===== src/gat_pkg.sv =====
// Sizes, widths and packed vector types of the attention layer
// Weight memory layout offsets for the a_src and a_nbr halves

package gat_pkg;

  // ====================
  // Layer sizes
  localparam int DATA_W       = 8;
  localparam int NUM_FEAT_IN  = 4;
  localparam int NUM_FEAT_OUT = 4;

  // ====================
  // Weight memory layout
  localparam int W_DEPTH    = NUM_FEAT_IN * NUM_FEAT_OUT;
  localparam int A_DEPTH    = 2 * NUM_FEAT_OUT;
  localparam int WGT_DEPTH  = W_DEPTH + A_DEPTH;
  localparam int WGT_ADDR_W = $clog2(WGT_DEPTH);

  // a_src sits right after W, a_nbr after a_src
  localparam int A_SRC_BASE = W_DEPTH;
  localparam int A_NBR_BASE = W_DEPTH + NUM_FEAT_OUT;

  // ====================
  // Datapath widths
  // 8x8 product plus two bits of growth for a 4-term sum
  localparam int WH_W        = 18;
  localparam int COEF_W      = 32;
  localparam int LRELU_SHIFT = 3;

  // Elements are two's complement, sliced with $signed where used
  typedef logic [NUM_FEAT_IN-1:0][DATA_W-1:0] feat_vec_t;
  typedef logic [NUM_FEAT_OUT-1:0][WH_W-1:0]  wh_vec_t;
  typedef logic [WGT_DEPTH-1:0][DATA_W-1:0]   wgt_flat_t;

endpackage

===== src/coef_tx.sv =====
`timescale 1ns/1ps
// Four-phase sender for attention scores

module coef_tx
  import gat_pkg::*;
(
  input  logic                     clk,
  input  logic                     rst_n,
  input  logic                     coef_valid,
  input  logic signed [COEF_W-1:0] coef,
  input  logic                     coef_src,
  output logic                     coef_hold,
  output logic                     out_req,
  output logic [COEF_W-1:0]        out_coef,
  output logic                     out_src,
  input  logic                     out_ack
);

  typedef enum logic [1:0] {
    TX_IDLE,
    TX_ARM,
    TX_REQ,
    TX_REL
  } tx_state_t;

  tx_state_t state;
  logic      take;

  // Busy from capture until ack has fallen
  assign coef_hold = (state != TX_IDLE) && !(state == TX_REL && !out_ack);
  assign take      = coef_valid && !coef_hold;
  assign out_req   = (state == TX_REQ);

  always_ff @(posedge clk) begin
    if (!rst_n) begin
      state <= TX_IDLE;
    end else begin
      case (state)
        TX_IDLE: begin
          if (take) begin
            state <= TX_ARM;
          end
        end
        TX_ARM: state <= TX_REQ;
        TX_REQ: begin
          if (out_ack) begin
            state <= TX_REL;
          end
        end
        default: begin
          // Next score may be taken as the ack falls
          if (!out_ack) begin
            state <= take ? TX_ARM : TX_IDLE;
          end
        end
      endcase
    end
  end

  always_ff @(posedge clk) begin
    if (take) begin
      out_coef <= coef;
      out_src  <= coef_src;
    end
  end

endmodule


===== config.mk =====
export PLATFORM = sky130hd
export DESIGN_NAME = coef_tx
export DESIGN_NICKNAME = d
export VERILOG_FILES = /design/src/gat_pkg.sv /design/src/coef_tx.sv
export SDC_FILE = /design/constraint.sdc
export NUM_CORES = 1
export LEC_CHECK = 0
export ABC_AREA = 1
export BUFFER_PORTS_ARGS = -buffer_cell sky130_fd_sc_hd__buf_2
export CAP_MARGIN = 20
export CORE_AREA = 3 3 47 81
export CTS_CLUSTER_DIAMETER = 150
export CTS_CLUSTER_SIZE = 40
export DETAILED_ROUTE_END_ITERATION = 10
export DIE_AREA = 0 0 50 84
export HOLD_SLACK_MARGIN = 0.08
export PLACE_DENSITY = 0.72
export SLEW_MARGIN = 20
export SYNTH_ARGS = -nofsm -noshare
export SYNTH_HDL_FRONTEND = slang
export SYNTH_SLANG_ARGS = --single-unit

===== constraint.sdc =====
create_clock -name clk -period 1.85 [get_ports clk]
set_input_delay 0.37 -clock clk [delete_from_list [all_inputs] [get_ports clk]]
set_output_delay 0.37 -clock clk [all_outputs]
set_load 0.1 [all_outputs]

==> impl_metrics.ini <==
[status]
status = finished clean

[clock_tree]
cts_resized = 0
cts-root-buf = clkbuf_8
h-tree-depth = 2
cts_buffers = 5
insertion_delay_ns = 0.27
cts_tree = built
clockBufferDepth = 2
cts_hold_buf = 0
path_clk_slew_ns = 0.06
postCtsSetupBuffers = 0
clock-sinks = 35

[sta]
setup_slack_ns = 0.06494
worstMarginPinSlew_ns = 0.4949
final-hold-violation-count = 0
slew_violations = 0
max_freq_mhz = 560.2
setup_viol = 0
clock_skew_ns = 0.001460
tns_ns = 0
rsz0062_at_grt = no
slew_headroom_pct = 67.24
period_needed_ns = 1.785
finalCritPeriodShare_pct = 96.49

[synth]
yosys-top-cells-area = edfxtp_1 82%, ha_1 5.2%, nand2_1 3.4%
synth_top_area_cell = edfxtp_1
syn_inst = 70
yosysMostFrequentCell = edfxtp_1
ys_ff_latch = 35
synthTopCellsByCount = 33 x edfxtp_1, 11 x nand2_1, 8 x inv_1
ys_seq_area_share_pct = 85.12
yosysTopAreaCellShare_pct = 81.82
synth_edf_count = 33
ys_warn_count = 0
synth_ff_type = edfxtp_1
async_flop_share_pct = 0
synth_area_per_cell_um2 = 17.30
syn_area_um2 = 1211
yosysUniqueCellTypes = 10
synth_nets = 112

[critical_path]
slowest_delay_ns = 0.45
slowest_stage = buf_2
cp-start-kind = flop
crit_path_end_kind = output port
worst-path-buf-inv = 2
required_ns = 1.48
critPathKind = flop to output port
arrival_ns = 1.42
crit_fanout = 4
cp_cell_sequence = inv_1, ha_1, buf_2
crit_family = buffers and inverters

[layout]
num-fill-cells = 278
nets = 191
regArea_um2 = 1031
final_cell_count_no_fill = 193
area_growth_pct = 43.28
drive_above_1_share_pct = 52.67
postLayoutCoreUtil_pct = 54.07
diodes = 0
multi_input_area_um2 = 146.4

[grt]
grt_first_pass_wirelength_um = 3829
antenna_found_initial = 0
grt_overflow = 0
grt_start_max_net_pins = 34
gr-usage-all-layers_pct = 12.46
grt_pass1_vias = 817

[placed_design]
place_inst = 185
place_ws_ns = 0.3619
port_buffers = 71
gp_congestion = 0.6914
dp_hpwl_um = 2023

[die]
boundaryPins = 72
start_util_pct = 37.74
dieHeight_um = 84
die-area_um2 = 4200
core_area_um2 = 3209
rows = 27
die_x_um = 50

[routing]
drt_iter0_markers = 19
vias = 811
antenna_left = 0
detail_route.first_pass.iterations = 4
routed_wl_um = 2441
routed_via_density = 4.202
post_drt_wl_per_cell_um = 12.65
drc = 0

[job]
maxCapViolations = 0

[hold_path]
hp-class = primary input to flop
-- final timing paths --
path	startpoint	depth (start not counted)	slack (ns)	endpoint
setup / recovery	state[0]	3	0.06	out_req
setup reg to reg	state[0]	7	0.39	out_coef[8]
hold / removal	coef[4]	1	0.27	out_coef[4]
hold reg to reg	state[1]	4	0.65	state[1]
-- registers in the layout, summed over array words and instances (netlist names) --
| register | count |
|---|---|
| out_coef | 32 |
| out_src | 1 |
| state | 2 |
-- layout by cell type, fill, tap and decap left out --
master    count
buf_2        70
dfxtp_1       2
edfxtp_1     33
ha_1          5
nand2_2       1
buf_12        2
o21ai_0       1
clkbuf_1      1
nand2_1      11
clkinv_1      2
inv_1         8
inv_2         1
nand3_1       1
clkbuf_8      5
nor2_1        7
-- stage by stage --
step           instance area (um^2)  hold WS (ns)
6_report                       1735        0.2683
5_1_grt                        1735        0.2557
4_1_cts                        1735        0.2579
3_5_place_dp                   1655        0.5481
3_3_place_gp                   1655        0.5478
2_1_floorplan                  1211        0.4689
-- worst register-to-register path, stage by stage (launching register included) --
cell,delay (ns)
dfxtp_1,0.33
inv_1,0.13
ha_1,0.19
inv_1,0.05
nand2_1,0.08
nand2_1,0.07
inv_1,0.09
buf_12,0.21
-- routing by layer --
layer | GRT usage [%] | wire (um) | up-vias
li1 | - | - | 396
met1 | 12.09 | 723 | 364
met2 | 21.90 | 1404 | 44
met3 | 5.009 | 261 | 7
met4 | 6.045 | 51 | 0
met5 | 0 | 0 | -
-- cell type report --
type / instances / area share, %
Inverter: 9 / 1.947
Multi-Input combinational cell: 26 / 8.435
Clock inverter: 2 / 0.4326
Sequential cell: 35 / 59.41
Clock buffer: 6 / 4.182
Tap cell: 43 / 3.100
Timing Repair Buffer: 72 / 22.49
-- logic make-up after synthesis --
group,Yosys count,share of synthesized area (%)
buffers and inverters,9,2.789
AO/OA/AOI/OAI,1,0.4128
flip-flops,35,85.12
adder cells (fa/ha/maj),5,5.165
AND/OR/NAND/NOR,20,6.509
Power is not shown: default switching activity piles up to over one toggle a cycle in this logic, so the estimate is an artifact.
