[config.mk]
export PLATFORM = sky130hd
export DESIGN_NAME = attn_coef
export DESIGN_NICKNAME = d
export VERILOG_FILES = /design/src/gat_pkg.sv /design/src/attn_coef.sv
export SDC_FILE = /design/constraint.sdc
export NUM_CORES = 2
export LEC_CHECK = 0
export ABC_AREA = 1
export BUFFER_PORTS_ARGS = -buffer_cell sky130_fd_sc_hd__buf_4
export CELL_PAD_IN_SITES_DETAIL_PLACEMENT = 0
export CELL_PAD_IN_SITES_GLOBAL_PLACEMENT = 1
export CORE_MARGIN = 3
export CORE_UTILIZATION = 35
export CTS_BUF_LIST = sky130_fd_sc_hd__clkbuf_16
export DETAILED_ROUTE_END_ITERATION = 8
export PLACE_DENSITY = 0.73
export SYNTH_ARGS = -nofsm -noshare
export SYNTH_HDL_FRONTEND = slang
export SYNTH_SLANG_ARGS = --single-unit
[constraint.sdc]
create_clock -name clk -period 40.2 [get_ports clk]
set_clock_uncertainty 0.15 [all_clocks]
set_input_delay 4.02 -clock clk [delete_from_list [all_inputs] [get_ports clk]]
set_output_delay 4.02 -clock clk [all_outputs]
set_load 0.005 [all_outputs]
[src/gat_pkg.sv]
// Sizes, widths and packed vector types of the attention layer
// Weight memory layout offsets for the a_src and a_nbr halves

package gat_pkg;

  // ====================
  // Layer sizes
  localparam int DATA_W       = 8;
  localparam int NUM_FEAT_IN  = 4;
  localparam int NUM_FEAT_OUT = 4;

  // ====================
  // Weight memory layout
  localparam int W_DEPTH    = NUM_FEAT_IN * NUM_FEAT_OUT;
  localparam int A_DEPTH    = 2 * NUM_FEAT_OUT;
  localparam int WGT_DEPTH  = W_DEPTH + A_DEPTH;
  localparam int WGT_ADDR_W = $clog2(WGT_DEPTH);

  // a_src sits right after W, a_nbr after a_src
  localparam int A_SRC_BASE = W_DEPTH;
  localparam int A_NBR_BASE = W_DEPTH + NUM_FEAT_OUT;

  // ====================
  // Datapath widths
  // 8x8 product plus two bits of growth for a 4-term sum
  localparam int WH_W        = 18;
  localparam int COEF_W      = 32;
  localparam int LRELU_SHIFT = 3;

  // Elements are two's complement, sliced with $signed where used
  typedef logic [NUM_FEAT_IN-1:0][DATA_W-1:0] feat_vec_t;
  typedef logic [NUM_FEAT_OUT-1:0][WH_W-1:0]  wh_vec_t;
  typedef logic [WGT_DEPTH-1:0][DATA_W-1:0]   wgt_flat_t;

endpackage
[src/attn_coef.sv]
`timescale 1ns/1ps
// Attention score stage with the stored source score
// LeakyReLU by arithmetic shift on negative sums

module attn_coef
  import gat_pkg::*;
(
  input  logic                     clk,
  input  logic                     rst_n,
  input  logic                     wh_valid,
  input  wh_vec_t                  wh,
  input  logic                     wh_src,
  output logic                     wh_hold,
  input  wgt_flat_t                wgt_flat,
  output logic                     coef_valid,
  output logic signed [COEF_W-1:0] coef,
  output logic                     coef_src,
  input  logic                     coef_hold
);

  logic signed [COEF_W-1:0] src_dot;
  logic signed [COEF_W-1:0] nbr_dot;
  logic signed [COEF_W-1:0] src_score;
  logic signed [COEF_W-1:0] base_score;
  logic signed [COEF_W-1:0] raw_score;
  logic signed [COEF_W-1:0] lrelu_score;
  logic                     load;

  assign wh_hold = coef_valid && coef_hold;
  assign load    = wh_valid && !wh_hold;

  // ====================
  // a_src and a_nbr halves against Wh
  always_comb begin : attn_dot
    logic signed [COEF_W-1:0] src_acc;
    logic signed [COEF_W-1:0] nbr_acc;
    src_acc = '0;
    nbr_acc = '0;
    for (int k = 0; k < NUM_FEAT_OUT; k++) begin
      src_acc = src_acc + $signed(wgt_flat[A_SRC_BASE+k]) * $signed(wh[k]);
      nbr_acc = nbr_acc + $signed(wgt_flat[A_NBR_BASE+k]) * $signed(wh[k]);
    end
    src_dot = src_acc;
    nbr_dot = nbr_acc;
  end

  // Source node uses its own fresh score
  assign base_score  = wh_src ? src_dot : src_score;
  assign raw_score   = base_score + nbr_dot;
  assign lrelu_score = raw_score[COEF_W-1] ? (raw_score >>> LRELU_SHIFT) : raw_score;

  always_ff @(posedge clk) begin
    if (!rst_n) begin
      src_score <= '0;
    end else if (load && wh_src) begin
      src_score <= src_dot;
    end
  end

  // ====================
  // Stage register
  always_ff @(posedge clk) begin
    if (!rst_n) begin
      coef_valid <= 1'b0;
    end else if (load) begin
      coef_valid <= 1'b1;
    end else if (!coef_hold) begin
      coef_valid <= 1'b0;
    end
  end

  always_ff @(posedge clk) begin
    if (load) begin
      coef     <= lrelu_score;
      coef_src <= wh_src;
    end
  end

endmodule

==> run summary <==
Critical path origin - wh[71]
die area - 140000 um^2
commonest non-fill, non-tap cell in the layout - inv_1
Initial Utilization - 35.4%
hold crit path type - reg -> reg
hold path start - src_score[1]
Reg-to-Reg Start - src_score[13]
element type at the critical path start - input port
CP endpoint kind - register
crit path max fanout - 26
Post-DRT Antenna Nets - 0
DR WL/cell - 19.1 um
Syn. warnings - 0
Rel. slew slack - 26.7%
Main synth FF type - edfxtp_1
Post-synth EDFFs - 33
top-area cell type share of the netlist area - 55.1%
layout cells sized above 1 - 4.64%
final WL - 144000 um
Vias - 34800
critical path's slowest cell - fa_1
# port buffers - 175
Slowest Stage Delay on Critical Path - 740 ps
CTS Hold Buffers Added - 0
fin nets - 7576
GPL Wtd Cong - 0.941
P&R area growth vs syn - 6.30%
clock latency at the later pin of the worst-skew pair - 360 ps
drc violations - 0
post-CTS setup buffers - 0
outcome - complete, no violations
CTS resizes - 0
H-tree depth - 3
Die Height - 375 um
post-layout min period - 17340 ps
RSZ-0062 raised after global routing - false
Setup TNS - 0 ps
largest net degree at the start of global routing - 42
Worst Path Required - 40270 ps
Fillers - 13900
pins over their slew limit - 0
number of global-route vias before repair - 37500
Max Freq - 57.7 MHz
clock-pin slew on the worst setup and hold paths - 60 ps
CTS tree - built
GRT overflow - 0
area of the core - 134000 um^2
drt first pass iters - 5
largest cells by area after synthesis - fa_1 (55%), inv_1 (16%), nand2_1 (11%)
initial antenna violation count - 10
Final Cycle Share - 43.1%
root buf cell - clkbuf_16
post-synth top area cell - fa_1
worst slew pin tran - 1090 ps
Setup violations, final - 0
clock sink total - 63
chip width - 375 um
Synth Register Bits - 63
post-synth cell types - 44
Mean Syn Cell Area - 8.22 um^2
CTS buffer count - 9
first-pass GRT wire length - 229000 um
Core Rows - 134
register area share after synthesis - 3.35%
Bufs and invs on worst path - 13
Crit path max-delay family - adder cells
Synthesized Nets - 7612
dpl hpwl - 130000 um
drt first-iter violations - 2227
max-cap check violation count - 0
vias per cell - 4.62
Synth async-reset ratio - 0%
Syn Inst Count - 5785
Clock Path Buffers - 2
commonest cells after routing, fill and taps aside - inv_1 (1965), nand2_1 (1444), fa_1 (1308)
most frequent CP cell - fa_1
Final Hold Fails - 0
kind of critical path - in -> reg
CP arrival - 17420 ps
GRT Util Overall - 21.5%
Mapped Area - 47500 um^2
# IOs - 304
registers in the layout, summed over array words and instances, names as in the netlist:
signal	cells
coef	32
coef_src	1
coef_valid	1
src_score	29
final timing paths:
kind	endpoint	slack, ps	cells after the start
worst max-delay path	coef[8]	22860	48
worst min-delay path	src_score[1]	300	2
worst max register to register	coef[8]	32650	26
worst min register to register	src_score[1]	300	2
cell usage after synthesis, types with 28 or more instances:
| cell | number |
|---|---|
| a21oi_1 | 66 |
| clkbuf_1 | 196 |
| dfxtp_1 | 30 |
| edfxtp_1 | 33 |
| fa_1 | 1308 |
| ha_1 | 250 |
| inv_1 | 1964 |
| nand2_1 | 1444 |
| nand3_1 | 102 |
| nand4_1 | 28 |
| nor2_1 | 124 |
| o21ai_0 | 63 |
per-layer routing:
layer | share of wire (%) | routed length, um | GRT usage [%]
met1 | 45 | 64700 | 30.7
met2 | 44 | 62900 | 33.0
met3 | 7.0 | 10000 | 3.47
met4 | 4.3 | 6250 | 7.64
met5 | 0.033 | 47 | 0
worst reg2reg max path, delay by kind of cell, from the launching register on:
family          cells  cell delay (ps)
compound gates      2              920
fa+ha+maj           9             4320
simple gates        8             1250
buf+inv             7              440
flops               1              330
through the flow:
stage               hold WS, ps  util (%)  std cells  instance area (um^2)  worst slack, ps
finish                      299      37.7       7529                 50500            22860
global placement            283      37.4       7506                 50200            22570
detailed placement          291      37.4       7506                 50200            22530
floorplan                   275         -       5785                 47500            24140
global route                340      37.7       7522                 50500            22220
CTS                         300      37.7       7522                 50500            22870
cell families (layout without fill, tap and decap cells):
logic type	Yosys count	count (layout)	synth area share [%]
simple gates	1769	1769	14.9
other cells	0	7	0
fa+ha+maj	1558	1558	61.7
buf+inv	2195	2164	17.4
xor+xnor	32	32	0.645
compound gates	168	168	1.97
flops	63	63	3.35
area by class of cell:
class	count	area, um^2	area share (%)
flip-flops and latches	63	1590	3.15
well taps	1768	2210	4.38
clock buffers	9	225	0.446
repair buffers	177	1330	2.63
diodes	7	17.5	0.0347
clock inverters	7	88.8	0.176
inverters	1971	7400	14.6
multi-input cells	3527	37700	74.5
Power is left out: the tool's default activity adds up to more than one toggle a clock period on the data nets, which glitch-free logic cannot reach.
