### config.mk
export PLATFORM = sky130hd
export DESIGN_NAME = wh_mult
export DESIGN_NICKNAME = d
export VERILOG_FILES = /design/src/gat_pkg.sv /design/src/wh_mult.sv
export SDC_FILE = /design/constraint.sdc
export NUM_CORES = 2
export LEC_CHECK = 0
export ABC_AREA = 1
export BUFFER_PORTS_ARGS = -buffer_cell sky130_fd_sc_hd__buf_2
export CORE_MARGIN = 10
export CORE_UTILIZATION = 40
export CTS_BUF_LIST = sky130_fd_sc_hd__clkbuf_4
export DETAILED_ROUTE_END_ITERATION = 6
export SETUP_SLACK_MARGIN = 0.05
export SLEW_MARGIN = 10
export SYNTH_ARGS = -nofsm -noshare
export SYNTH_HDL_FRONTEND = slang
export SYNTH_SLANG_ARGS = --single-unit
### constraint.sdc
create_clock -name clk -period 21.8 [get_ports clk]
set_input_delay 6.54 -clock clk [delete_from_list [all_inputs] [get_ports clk]]
set_output_delay 6.54 -clock clk [all_outputs]
set_load 0.01 [all_outputs]
### src/gat_pkg.sv
// Sizes, widths and packed vector types of the attention layer
// Weight memory layout offsets for the a_src and a_nbr halves

package gat_pkg;

  // ====================
  // Layer sizes
  localparam int DATA_W       = 8;
  localparam int NUM_FEAT_IN  = 4;
  localparam int NUM_FEAT_OUT = 4;

  // ====================
  // Weight memory layout
  localparam int W_DEPTH    = NUM_FEAT_IN * NUM_FEAT_OUT;
  localparam int A_DEPTH    = 2 * NUM_FEAT_OUT;
  localparam int WGT_DEPTH  = W_DEPTH + A_DEPTH;
  localparam int WGT_ADDR_W = $clog2(WGT_DEPTH);

  // a_src sits right after W, a_nbr after a_src
  localparam int A_SRC_BASE = W_DEPTH;
  localparam int A_NBR_BASE = W_DEPTH + NUM_FEAT_OUT;

  // ====================
  // Datapath widths
  // 8x8 product plus two bits of growth for a 4-term sum
  localparam int WH_W        = 18;
  localparam int COEF_W      = 32;
  localparam int LRELU_SHIFT = 3;

  // Elements are two's complement, sliced with $signed where used
  typedef logic [NUM_FEAT_IN-1:0][DATA_W-1:0] feat_vec_t;
  typedef logic [NUM_FEAT_OUT-1:0][WH_W-1:0]  wh_vec_t;
  typedef logic [WGT_DEPTH-1:0][DATA_W-1:0]   wgt_flat_t;

endpackage
### src/wh_mult.sv
`timescale 1ns/1ps
// Wh stage, multiplies the node vector by W
// All output features computed in one cycle and registered

module wh_mult
  import gat_pkg::*;
(
  input  logic      clk,
  input  logic      rst_n,
  input  logic      feat_valid,
  input  feat_vec_t feat,
  input  logic      feat_src,
  output logic      feat_hold,
  input  wgt_flat_t wgt_flat,
  output logic      wh_valid,
  output wh_vec_t   wh,
  output logic      wh_src,
  input  logic      wh_hold
);

  wh_vec_t wh_next;
  logic    load;

  // Full and blocked downstream
  assign feat_hold = wh_valid && wh_hold;
  assign load      = feat_valid && !feat_hold;

  // ====================
  // Dot products with W rows
  always_comb begin : dot_prod
    logic signed [WH_W-1:0] acc;
    for (int k = 0; k < NUM_FEAT_OUT; k++) begin
      acc = '0;
      for (int i = 0; i < NUM_FEAT_IN; i++) begin
        // Row k, column i
        acc = acc + $signed(feat[i]) * $signed(wgt_flat[k*NUM_FEAT_IN+i]);
      end
      wh_next[k] = acc;
    end
  end

  // ====================
  // Stage register
  always_ff @(posedge clk) begin
    if (!rst_n) begin
      wh_valid <= 1'b0;
    end else if (load) begin
      wh_valid <= 1'b1;
    end else if (!wh_hold) begin
      wh_valid <= 1'b0;
    end
  end

  always_ff @(posedge clk) begin
    if (load) begin
      wh     <= wh_next;
      wh_src <= feat_src;
    end
  end

endmodule

==> run_results.csv <==
group,metric,value,unit
detailed_routing,wirelength,123000,um
timing,maxSlewHeadroom,0.202,
detailed_routing,drt-vias-per-instance,4.56,
cts,cts_hold_buf,0,
layout,fin_nets,7601,
layout,fillers,12100,
synth,syn_area_per_cell,8.52,sq um
detailed_routing,drtIter0Drc,1977,
global_route,grt_max_degree,50,
cts,cts_tree,"yes",
timing,fin_skew,0.0365,ns
die,start_util,0.402,
die,core,0.120,sq mm
worst_setup_path,path_max_fanout,2,
timing,period_share,0.618,
die,io_pins,304,
timing,fin_hold_ws,0.506,ns
detailed_routing,dr.pass1.iters,5,
timing,worst_pin_slew,1.20,ns
worst_setup_path,rrSetupSlack,19.68,ns
detailed_routing,wl_per_cell,16.8,um
layout,drive_gt1_frac,0.0544,
layout,multiInputGateArea,0.0370,sq mm
cts,cts_buffer_depth,2,
timing,setup_viol,0,
placed_design,io_buffers,239,
global_route,grt-ovfl-total,0,
timing,hold_viol,0,
timing,clock.fmax,74.2,MHz
die,dieArea,0.135,sq mm
detailed_routing,remaining_drc_errors,0,
detailed_routing,num_vias,33500,
synth,netlist_instances,5654,
global_route,antenna_found_initial,57,
detailed_routing,postRouteAntennaNets,0,
worst_setup_path,max_stage_delay,0.15,ns
synth,synth_area,0.0482,sq mm
worst_setup_path,required,15.26,ns
timing,fin_crit,13.48,ns
cts,cts_buffers,9,
die,die_x,367,um
placed_design,gp_congestion,0.848,
cts,cts_num_sinks,74,
placed_design,hpwlAfterDp,105000,um
timing,setup_ws,8.32,ns
synth,synth_cell_types,40,
global_route,grtUsageTotal,0.193,
worst_setup_path,path_cells,"buf_2 -> nand2_1 -> inv_1 -> buf_2",
worst_setup_path,crit_top_cell,"buf_2",
run,max_cap_viol_count,0,
timing,setup-tns-final,0,ns
timing,rsz0062_at_grt,"false",
worst_setup_path,startpoint,"wh_hold",
die,row_count,127,
worst_setup_path,crit_arrival,6.94,ns
cts,htreeDepth,3,
worst_setup_path,r2r-start,"wh_valid",
worst_setup_path,start_kind,"input port",
die,die_h,367,um
timing,slew_violations,0,
synth,ys_seq_elements,74,
synth,syn_nets,7543,
worst_setup_path,critPathCaptureType,"primary output",
layout,register_area,0.00221,sq mm
cts,cts-root-buf,"clkbuf_4",
global_route,grt_first_pass_wirelength,202000,um
worst_setup_path,crit_slowest_cell,"buf_2",
global_route,first_global_vias,36700,
worst_hold_path,hold_start,"wh_valid",
synth,yosysSeqAreaShare,0.0459,
placed_design,preCtsSetupSlack,7.79,ns
cts,cts.reportedPaths.clkPinSlew,0.18,ns
status,status,"finished clean",
cts,clk_latency,0.64,ns
worst_hold_path,min_path_type,"reg2reg",
worst_setup_path,critPathKind,"in2out",
synth,yosys_warnings,0,
cts,ctsResizeCount,0,
cts,post_cts_buffers,0,
layout,syn_to_final_growth,5.57,%
## per-layer routing
metal	global-route usage	part of all wire	up-vias
li1	-	-	15400
met3	0.0398	0.067	144
met4	0.0434	0.020	42
met5	0	0.0023	-
met1	0.250	0.41	17100
met2	0.329	0.50	843
## flip-flops by register name (all words and copies together) (netlist names)
signal,flops
wh,72
wh_src,1
wh_valid,1
## cell families (layout without fill, tap and decap cells)
family / Yosys count / after routing / share of synthesized area
flip-flops: 74 / 74 / 0.0459
other: 0 / 27 / 0
AO/OA/AOI/OAI: 100 / 100 / 0.0128
XOR/XNOR: 80 / 80 / 0.0145
AND/OR/NAND/NOR: 1378 / 1378 / 0.111
adder cells (fa/ha/maj): 1660 / 1660 / 0.629
buffers and inverters: 2362 / 2425 / 0.186
## stage by stage
step | instances | cell area [sq um] | utilization
6_report | 7356 | 50900 | 0.424
5_1_grt | 7344 | 50800 | 0.424
4_1_cts | 7329 | 50800 | 0.424
3_5_place_dp | 7313 | 50600 | 0.423
3_3_place_gp | 7313 | 50600 | 0.423
2_1_floorplan | 5654 | 48200 | -
## placed cells by master, fill, tap and decap left out, types with 39 or more instances in the layout
cell | synthesis | routed
inv_1 | 2145 | 2145
fa_1 | 1272 | 1272
nand2_1 | 1174 | 1174
ha_1 | 388 | 388
buf_2 | 4 | 239
nor2_1 | 114 | 113
edfxtp_1 | 73 | 73
nand3_1 | 54 | 54
xor2_1 | 54 | 54
a21oi_1 | 39 | 39
## final timing paths
kind | endpoint | cells past startpoint
worst min-delay path | wh_valid | 2
worst min register to register | wh_valid | 2
worst max-delay path | feat_hold | 4
worst max register to register | wh[68] | 5
## layout make-up
| class | count | share of cell area |
|---|---|---|
| Sequential cell | 74 | 0.0435 |
| Multi-Input combinational cell | 3218 | 0.728 |
| Clock inverter | 4 | 0.000861 |
| Timing Repair Buffer | 260 | 0.0266 |
| Inverter | 2149 | 0.159 |
| Antenna cell | 27 | 0.00133 |
| Clock buffer | 12 | 0.00177 |
| Tap cell | 1612 | 0.0397 |
## Yosys cell counts, drive strengths merged
cell type     n  area [sq um]
a21boi        1          7.51
clkbuf      202           851
buf          11          46.3
o2111ai       5          43.8
o311ai        1          8.76
dfxtp         1          20.0
nand3        57           300
ha          388          4850
a31oi         4          25.0
inv        2149          8070
nand2      1183          4470
xor2         54           473
nand4         3          18.8
edfxtp       73          2190
o31ai         2          15.0
nor3          6          40.0
o211ai        1          7.51
fa         1272         25500
o21bai        1          7.51
o21ai        26           141
a21oi        48           274
o221ai        1          8.76
nor2        115           434
or2           9          58.8
nand3b        5          37.5
xnor2        26           228
a21o         10          75.1
## critical path: cells and delay by family
family                 cells  cell delay (ns)
buffers and inverters      3             0.34
and+or+nand+nor            1             0.06
Power is left out: the tool's default activity adds up to more than one toggle a clock period on the data nets, which glitch-free logic cannot reach.
