==> src/gat_pkg.sv <==
// Sizes, widths and packed vector types of the attention layer
// Weight memory layout offsets for the a_src and a_nbr halves

package gat_pkg;

  // ====================
  // Layer sizes
  localparam int DATA_W       = 8;
  localparam int NUM_FEAT_IN  = 4;
  localparam int NUM_FEAT_OUT = 4;

  // ====================
  // Weight memory layout
  localparam int W_DEPTH    = NUM_FEAT_IN * NUM_FEAT_OUT;
  localparam int A_DEPTH    = 2 * NUM_FEAT_OUT;
  localparam int WGT_DEPTH  = W_DEPTH + A_DEPTH;
  localparam int WGT_ADDR_W = $clog2(WGT_DEPTH);

  // a_src sits right after W, a_nbr after a_src
  localparam int A_SRC_BASE = W_DEPTH;
  localparam int A_NBR_BASE = W_DEPTH + NUM_FEAT_OUT;

  // ====================
  // Datapath widths
  // 8x8 product plus two bits of growth for a 4-term sum
  localparam int WH_W        = 18;
  localparam int COEF_W      = 32;
  localparam int LRELU_SHIFT = 3;

  // Elements are two's complement, sliced with $signed where used
  typedef logic [NUM_FEAT_IN-1:0][DATA_W-1:0] feat_vec_t;
  typedef logic [NUM_FEAT_OUT-1:0][WH_W-1:0]  wh_vec_t;
  typedef logic [WGT_DEPTH-1:0][DATA_W-1:0]   wgt_flat_t;

endpackage
==> src/feat_rx.sv <==
`timescale 1ns/1ps
// Four-phase receiver for node feature vectors
// One-item buffer feeding the Wh stage

module feat_rx
  import gat_pkg::*;
(
  input  logic      clk,
  input  logic      rst_n,
  input  logic      in_req,
  input  feat_vec_t in_feat,
  input  logic      in_src,
  output logic      in_ack,
  output logic      feat_valid,
  output feat_vec_t feat,
  output logic      feat_src,
  input  logic      feat_hold
);

  typedef enum logic [1:0] {
    RX_IDLE,
    RX_WAIT,
    RX_ACK,
    RX_REL
  } rx_state_t;

  rx_state_t state;
  logic      buf_free;
  logic      capture;

  // Buffer is free if empty or its item leaves this cycle
  assign buf_free = !feat_valid || !feat_hold;
  assign capture  = in_req && buf_free && (state == RX_IDLE || state == RX_WAIT);
  assign in_ack   = (state == RX_ACK);

  // ====================
  // Handshake FSM
  always_ff @(posedge clk) begin
    if (!rst_n) begin
      state <= RX_IDLE;
    end else begin
      case (state)
        RX_IDLE: begin
          if (capture) begin
            state <= RX_ACK;
          end else if (in_req) begin
            state <= RX_WAIT;
          end
        end
        RX_WAIT: begin
          if (capture) begin
            state <= RX_ACK;
          end
        end
        RX_ACK: begin
          if (!in_req) begin
            state <= RX_REL;
          end
        end
        // Ack is low again, return to zero
        default: state <= RX_IDLE;
      endcase
    end
  end

  // ====================
  // Item buffer
  always_ff @(posedge clk) begin
    if (!rst_n) begin
      feat_valid <= 1'b0;
    end else if (capture) begin
      feat_valid <= 1'b1;
    end else if (!feat_hold) begin
      feat_valid <= 1'b0;
    end
  end

  always_ff @(posedge clk) begin
    if (capture) begin
      feat     <= in_feat;
      feat_src <= in_src;
    end
  end

endmodule

==> config.mk <==
export PLATFORM = sky130hd
export DESIGN_NAME = feat_rx
export DESIGN_NICKNAME = d
export VERILOG_FILES = /design/src/gat_pkg.sv /design/src/feat_rx.sv
export SDC_FILE = /design/constraint.sdc
export NUM_CORES = 1
export LEC_CHECK = 0
export ABC_AREA = 1
export BUFFER_PORTS_ARGS = -buffer_cell sky130_fd_sc_hd__buf_2
export CAP_MARGIN = 5
export CELL_PAD_IN_SITES_DETAIL_PLACEMENT = 1
export CELL_PAD_IN_SITES_GLOBAL_PLACEMENT = 2
export CORE_UTILIZATION = 28
export CTS_BUF_LIST = sky130_fd_sc_hd__clkbuf_2 sky130_fd_sc_hd__clkbuf_4 sky130_fd_sc_hd__clkbuf_8
export CTS_CLUSTER_DIAMETER = 50
export DETAILED_ROUTE_END_ITERATION = 8
export PLACE_DENSITY = 0.77
export SLEW_MARGIN = 0
export SYNTH_ARGS = -nofsm -noshare
export SYNTH_HDL_FRONTEND = slang
export SYNTH_SLANG_ARGS = --single-unit
==> constraint.sdc <==
create_clock -name clk -period 2.1 [get_ports clk]
set_clock_uncertainty 0.15 [all_clocks]
set_input_delay 0.315 -clock clk [delete_from_list [all_inputs] [get_ports clk]]
set_output_delay 0.315 -clock clk [all_outputs]
set_load 0.02 [all_outputs]
==> metrics, run 1 <==
Max Fanout on Critical Path 33; P&R area growth vs syn 41.9%; Post-CTS Resized 0; Ports 72; total wire length 2780 um; Pins Over Slew Limit 0; drt drc 0; Seq/Total Area, Yosys 0.856; P_leak 0.790 nW; R2R Setup Slk 0.32 ns; maximum vdd ir drop 0.000665 V; yosys warns 0; Synth Register Bits 36; period utilization 0.849; Final Hold Fails 0; post-synthesis instance total 70; initial antenna violation count 0; Rows 23; first-pass GRT wire length 3950 um; CTS clock-pin slew for the worst setup and hold paths 0.07 ns; average size of a mapped cell 17.5 um^2; reg2reg end feat[21]; Setup WS post-layout 0.318 ns; Finished Layout Cells 200; RSZ-0062 raised after global routing false; synth unique cells 12; H-tree levels 2; Die Height 68.2 um; Setup Fix Bufs, Post-CTS 0; Final Critical Period 1.78 ns; Final setup viols 0; Initial DRC Count 59; post-route setup TNS 0 ns; f_max 561 MHz; Rel. slew slack 0.736; commonest non-fill, non-tap cell in the layout buf_2; CTS Buffer Depth 2; Crit path arrival time 1.56 ns; CP required 1.88 ns; Core ar. 0.00412 mm^2; TritonCTS clock tree done; share of layout cells above drive strength 1 0.553; Routed Antenna Nets 0; first drt pass iteration count 2; RR Startpoint state[0]; TritonCTS buffer count 5; largest net degree at the start of global routing 34; Detailed Place HPWL 2280 um; final net count 190; Slew @ Worst Pin 0.396 ns; Pwr Density 1320 mW/mm^2; cells on worst reg2reg path 5; maxcap violations 0; Avg Vias per Cell 4.21; GRT Total Usage 0.125; vias post-DR 841; clk root buf clkbuf_8; placed cells 192; hold path cells 1; Setup crit start state[0]; Mapped Nets 111; Worst Setup End Kind flip-flop; Setup crit end feat[21]; worst hold path type input port to flip-flop; RePlAce Congestion 0.691; port bufs 71; Mapped Area 0.00123 mm^2; commonest non-fill, non-tap cells in the layout buf_2 (71), edfxtp_1 (33), nand2_1 (13); CP startpoint kind flip-flop; kind of critical path flip-flop to flip-flop; outcome finished, final reports clean; wire per inst 13.9 um; number of clock sinks 36; clk_lat worst skew 0.27 ns; fin util 0.423; Starting Density 0.298; vias in the first global route 873; Pwr Total 2.30 mW; total die area 0.00465 mm^2; total congestion overflow 0; Die Wd 68.2 um; pre-CTS WS 0.312 ns; n_diodes 0; CTS Hold Buffers Added 0
[per-stage QoR]
step / hold WS, ns / instance area [um^2]
finish: 0.0629 / 1740
global route: 0.0498 / 1740
CTS: 0.0537 / 1740
detailed placement: 0.345 / 1650
global placement: 0.342 / 1650
floorplan: 0.264 / 1230
[synth_stat cells]
cell,n,area [um^2]
a21oi_1,1,5.00
nand3_1,2,10.0
o211ai_1,1,7.51
inv_2,2,7.51
nor2_1,3,11.3
dfxtp_1,3,60.1
a21boi_1,1,7.51
inv_1,6,22.5
nand2_1,13,48.8
ha_1,4,50.1
nand2_2,1,6.26
edfxtp_1,33,991
[critical path, stage by stage (launching register included)]
cell	delay [ns]
dfxtp_1	0.33
inv_1	0.12
ha_1	0.25
o211ai_1	0.15
inv_1	0.07
buf_4	0.36
[power breakdown]
| part | total, mW | switching (mW) | internal [mW] | leakage, nW |
|---|---|---|---|---|
| Sequential | 1.09 | 0.0602 | 1.03 | 0.338 |
| Combinational | 0.739 | 0.513 | 0.226 | 0.403 |
| Clock | 0.473 | 0.215 | 0.258 | 0.0491 |
[sequential cells by signal, summed over array words and instances, names as in the netlist]
register,count
feat,32
feat_src,1
feat_valid,1
state,2
[layer usage]
metal | wire [um] | global-route usage | vias to the layer above
li1 | - | - | 400
met1 | 1040 | 0.120 | 388
met2 | 1400 | 0.228 | 51
met3 | 321 | 0.0500 | 2
met4 | 13 | 0.0625 | 0
met5 | 0 | 0 | -
[area by class of cell]
class | count | area (um^2)
sequential | 36 | 1050
clock buffer | 7 | 83.8
fill | 456 | 2370
multi-input combinational | 26 | 146
inverter | 8 | 30.0
clock inverter | 1 | 5.00
tap | 50 | 62.6
timing repair buffer | 72 | 363
[cell families after synthesis]
family | count (synthesis) | share of synthesized area
flip-flops | 36 | 0.856
AND/OR/NAND/NOR | 19 | 0.0622
buffers and inverters | 8 | 0.0245
adder cells (fa/ha/maj) | 4 | 0.0408
AO/OA/AOI/OAI | 3 | 0.0163
[how the worst min path moves through the flow]
| stage | end | slack [ns] | from |
|---|---|---|---|
| floorplan | feat[0] | 0.26 | in_feat[0] |
| global placement | feat[22] | 0.34 | in_feat[22] |
| detailed placement | feat[21] | 0.34 | in_feat[21] |
| CTS | feat[22] | 0.05 | in_feat[22] |
| global route | feat[4] | 0.05 | in_feat[4] |
| finish | feat[11] | 0.06 | in_feat[11] |
(Power assumes the default switching activity.)
==> run 2, diff against run 1 <==
- CORE_UTILIZATION: 28 -> 25
- PLACE_DENSITY: 0.77 -> 0.72
- clock period: 2.1 -> 1.5 ns (I/O delays scaled with it)
==> run 2 against run 1 <==
Effect of this change: the run now ends with setup timing left; clock power grew 73%; final cell count increased by 27%; clock-buffer cell count is 1 lower; sequential share of layout area decreased by 13 points; cell area up 27%.
==> metrics, run 2 (synthesis results as in run 1) <==
outcome finished, violations left; violated checks setup timing; Pins Over Slew Limit 0; RSZ-0062 raised after global routing true; Core ar. 0.00472 mm^2; P&R area growth vs syn 79.5%; CTS Buffer Depth 2; Largest Register feat; first drt pass iteration count 4; number of clock sinks 36; total congestion overflow 0; f_max 610 MHz; TritonCTS buffer count 5; H-tree levels 2; R2R Setup Slk -0.14 ns; drt drc 0; Final Critical Period 1.64 ns; Die Wd 72.1 um; post-route setup TNS -4.52 ns; maxcap violations 0; Crit path arrival time 1.51 ns; Initial DRC Count 91; n_diodes 0; Largest register FFs 32; TritonCTS clock tree done; Setup WS post-layout -0.139 ns; wire per inst 12.5 um; CP required 1.38 ns; clk_lat worst skew 0.27 ns; Rel. slew slack 0.786; Routed Antenna Nets 0; Die Height 72.1 um; CTS clock-pin slew for the worst setup and hold paths 0.06 ns; largest net degree at the start of global routing 34; Rows 25; Final setup viols 33; CP startpoint kind flip-flop; Ports 72; first-pass GRT wire length 4840 um; period utilization 1.09; maximum vdd ir drop 0.000544 V; GRT Total Usage 0.126; Avg Vias per Cell 3.94; kind of critical path flip-flop to flip-flop; share of layout cells above drive strength 1 0.508; total die area 0.00519 mm^2; clk root buf clkbuf_8; initial antenna violation count 0; Slew @ Worst Pin 0.320 ns; Starting Density 0.260; worst hold path type input port to flip-flop; commonest non-fill, non-tap cells in the layout buf_2 (70), edfxtp_1 (33), dlygate4sd3_1 (33); vias in the first global route 1061; Final Hold Fails 0; final net count 227; biggest regs feat (32), state (2); P_leak 0.954 nW; total wire length 3180 um; vias post-DR 1000; commonest non-fill, non-tap cell in the layout buf_2; Pwr Density 1660 mW/mm^2; Worst Setup End Kind flip-flop; RePlAce Congestion 0.627; Max Fanout on Critical Path 33; Detailed Place HPWL 2060 um; fin util 0.466; port bufs 71
==> run 2: cell types whose count changed in the layout (fill, tap and decap cells not counted), sizes merged <==
cell,before,now
clkinvlp,0,1
bufinv,0,1
buf,72,76
dlygate4sd3,0,33
clkbuf,7,6
inv,8,7
==> run 2: worst max-delay path: stages, from the launching register on <==
cell        delay, ns
dfxtp_2          0.35
inv_4            0.05
ha_2             0.17
o211ai_1         0.29
clkinvlp_4       0.18
buf_12           0.20
==> run 2: what timing repair did <==
action	in CTS	in global routing
buffers inserted	1	1
setup endpoints to repair	34	35
gates resized for setup	5	1
endpoints found under the hold margin	33	0
hold buffers	33	0
pin swaps	1	0
==> run 2: report_power, final <==
group / switching, mW / leakage, nW / internal (mW)
clock: 0.307 / 0.0586 / 0.511
sequential: 0.0868 / 0.338 / 1.44
combinational: 0.804 / 0.558 / 0.521
total: 1.20 / 0.954 / 2.47
==> run 2: final timing paths <==
| kind | start | endpoint | cells past startpoint |
|---|---|---|---|
| min reg2reg | feat_valid | feat_valid | 2 |
| max reg2reg | state[1] | feat[3] | 5 |
| max | state[1] | feat[3] | 5 |
| min | rst_n | state[1] | 3 |
==> run 2: final cells by class <==
| type | count | area (um^2) |
|---|---|---|
| Fill cell | 508 | 2520 |
| Multi-Input combinational cell | 26 | 176 |
| Clock buffer | 6 | 76.3 |
| Timing Repair Buffer | 109 | 742 |
| Clock inverter | 2 | 35.0 |
| Inverter | 8 | 36.3 |
| Sequential cell | 36 | 1050 |
| Tap cell | 67 | 83.8 |
==> run 2: per-layer routing <==
layer | vias up | wire [um] | global-route usage
met5 | - | 0 | 0
met4 | 0 | 25 | 0.0523
met3 | 2 | 236 | 0.0389
met2 | 54 | 1690 | 0.242
met1 | 471 | 1230 | 0.125
li1 | 473 | - | -
==> run 2: stage by stage <==
step	power, mW	std cells	setup WS (ns)	cell area (um^2)	hold slack (ns)
5_1_grt	3.87	254	-0.209	2200	0.0541
6_report	3.67	254	-0.139	2200	0.0532
3_5_place_dp	2.74	212	-0.158	1730	0.253
2_1_floorplan	2.26	70	-0.427	1250	0.174
3_3_place_gp	2.69	212	-0.117	1730	0.253
4_1_cts	3.70	254	-0.144	2200	0.0472
==> run 3, diff against run 2 <==
--- a/config.mk
+++ b/config.mk
@@ -12,2 +12,3 @@
 export CELL_PAD_IN_SITES_GLOBAL_PLACEMENT = 2
+export CORE_ASPECT_RATIO = 2
 export CORE_UTILIZATION = 25
--- a/constraint.sdc
+++ b/constraint.sdc
@@ -4,2 +4,2 @@
 set_output_delay 0.225 -clock clk [all_outputs]
-set_load 0.02 [all_outputs]
+set_load 0.005 [all_outputs]
==> run 3 against run 2 <==
Effect of this change: total power shrank 7.1%; the flow still finishes with violations (setup timing); non-clock buffer count grew 1; final cell count shrank 4.3%; die area grew 0.32%; first-iteration DRC count shrank 80%; critical path type unchanged; sequential share of layout area grew 0.14 points.
==> metrics, run 3 (synthesis results as in run 1) <==
total wire length 3150 um; Ports 72; GRT Total Usage 0.132; Die Wd 51.5 um; Setup WS post-layout -0.0475 ns; switching power 0.951 mW; number of clock sinks 36; initial antenna violation count 0; Slew @ Worst Pin 0.171 ns; Comb power frac 0.313; TritonCTS clock tree done; commonest non-fill, non-tap cell in the layout buf_2; P&R area growth vs syn 79.0%; final net count 228; Hold Slack 0.0399 ns; f_max 646 MHz; violated checks setup timing; port bufs 71; Largest register FFs 32; maximum vdd ir drop 0.00101 V; outcome finished, violations left; first-pass GRT wire length 4830 um; Worst Setup End Kind flip-flop; drt drc 0; RePlAce Congestion 0.634; Rel. slew slack 0.886; H-tree levels 2; n_diodes 0; vias in the first global route 1081; Pwr Density 1550 mW/mm^2; worst hold path type input port to flip-flop; share of layout cells above drive strength 1 0.505; fillcell total 519; total die area 0.00521 mm^2; P_leak 0.956 nW; biggest regs feat (32), state (2); Final Hold Fails 0; clk_lat worst skew 0.28 ns; Pins Over Slew Limit 0; Routed Antenna Nets 0; Crit path arrival time 1.43 ns; Initial DRC Count 18; Largest Register feat; CTS clock-pin slew for the worst setup and hold paths 0.07 ns; CP startpoint kind flip-flop; RSZ-0062 raised after global routing true; Rows 35; Starting Density 0.264; Avg Vias per Cell 4.04; P_int 2.46 mW; Core ar. 0.00464 mm^2; placed cells 200; period utilization 1.03; wire per inst 13.0 um; commonest non-fill, non-tap cells in the layout buf_2 (70), edfxtp_1 (33), dlygate4sd3_1 (33); TritonCTS buffer count 5; Final setup viols 33; Detailed Place HPWL 2210 um; Flop pwr share 0.446; Max Fanout on Critical Path 33; CTS Buffer Depth 2; total congestion overflow 0; Die Height 101 um; Clk pwr share 0.241; kind of critical path flip-flop to flip-flop; sw frac 0.279; vias post-DR 981; Finished Layout Cells 243; CP required 1.38 ns; Final Critical Period 1.55 ns; clk root buf clkbuf_8; maxcap violations 0; first drt pass iteration count 2; largest net degree at the start of global routing 34
==> run 3: cell types whose count changed in the layout (fill, tap and decap cells not counted), sizes merged <==
cell      change
clkbuf        -1
buf           +1
clkinvlp      +1
==> run 3: final cells by class <==
cell class                      instances  area, um^2  area share
Multi-Input combinational cell         26         174      0.0792
Timing Repair Buffer                  110         753       0.343
Clock inverter                          3        42.5      0.0194
Clock buffer                            5        68.8      0.0313
Tap cell                               55        68.8      0.0313
Inverter                                8        36.3      0.0165
Sequential cell                        36        1050       0.479
==> run 3: what timing repair did <==
action                                 4_1_cts  5_1_grt
resized for setup                            4        1
hold buffers                                33        0
pin swaps                                    1        0
gates cloned                                 0        0
buffers inserted                             2        0
setup endpoints to repair                   34       34
endpoints found under the hold margin       33        0
==> run 3: worst paths after layout <==
path / from / endpoint / slack [ns] / cells past startpoint
worst max-delay path: state[1] / feat[6] / -0.05 / 6
worst max register to register: state[1] / feat[6] / -0.05 / 6
worst min register to register: feat_valid / feat_valid / 0.42 / 2
worst min-delay path: rst_n / state[0] / 0.04 / 3
==> run 3: per-stage QoR <==
stage	total power, mW	instance area (um^2)	setup WS [ns]	setup TNS, ns	utilization
after floorplan	1.98	1250	-0.427	-14.09	-
after global placement	2.41	1720	-0.105	-3.41	0.370
after detailed placement	2.47	1720	-0.173	-5.67	0.370
after CTS	3.44	2190	-0.0519	-1.64	0.472
after global routing	3.61	2200	-0.0849	-2.62	0.473
final	3.41	2200	-0.0475	-1.43	0.473
==> run 3: layer usage <==
| layer | up-vias | track usage | wire, um |
|---|---|---|---|
| met5 | - | 0 | 0 |
| met4 | 0 | 0.0707 | 82 |
| met3 | 7 | 0.0347 | 180 |
| met2 | 41 | 0.270 | 1960 |
| met1 | 456 | 0.103 | 932 |
| li1 | 477 | - | - |
==> run 3: worst max-delay path, stage by stage (launching register included) <==
cell	delay (ns)
dfxtp_2	0.36
inv_4	0.05
ha_2	0.17
o211ai_1	0.15
buf_4	0.15
clkinvlp_4	0.08
buf_12	0.18
==> run 3: power groups by stage <==
stage,logic (mW),registers (mW),clock network (mW)
finish,1.07,1.52,0.822
global route,1.19,1.54,0.885
CTS,1.07,1.52,0.845
detailed placement,0.930,1.54,0
global placement,0.894,1.52,0
floorplan,0.400,1.58,0
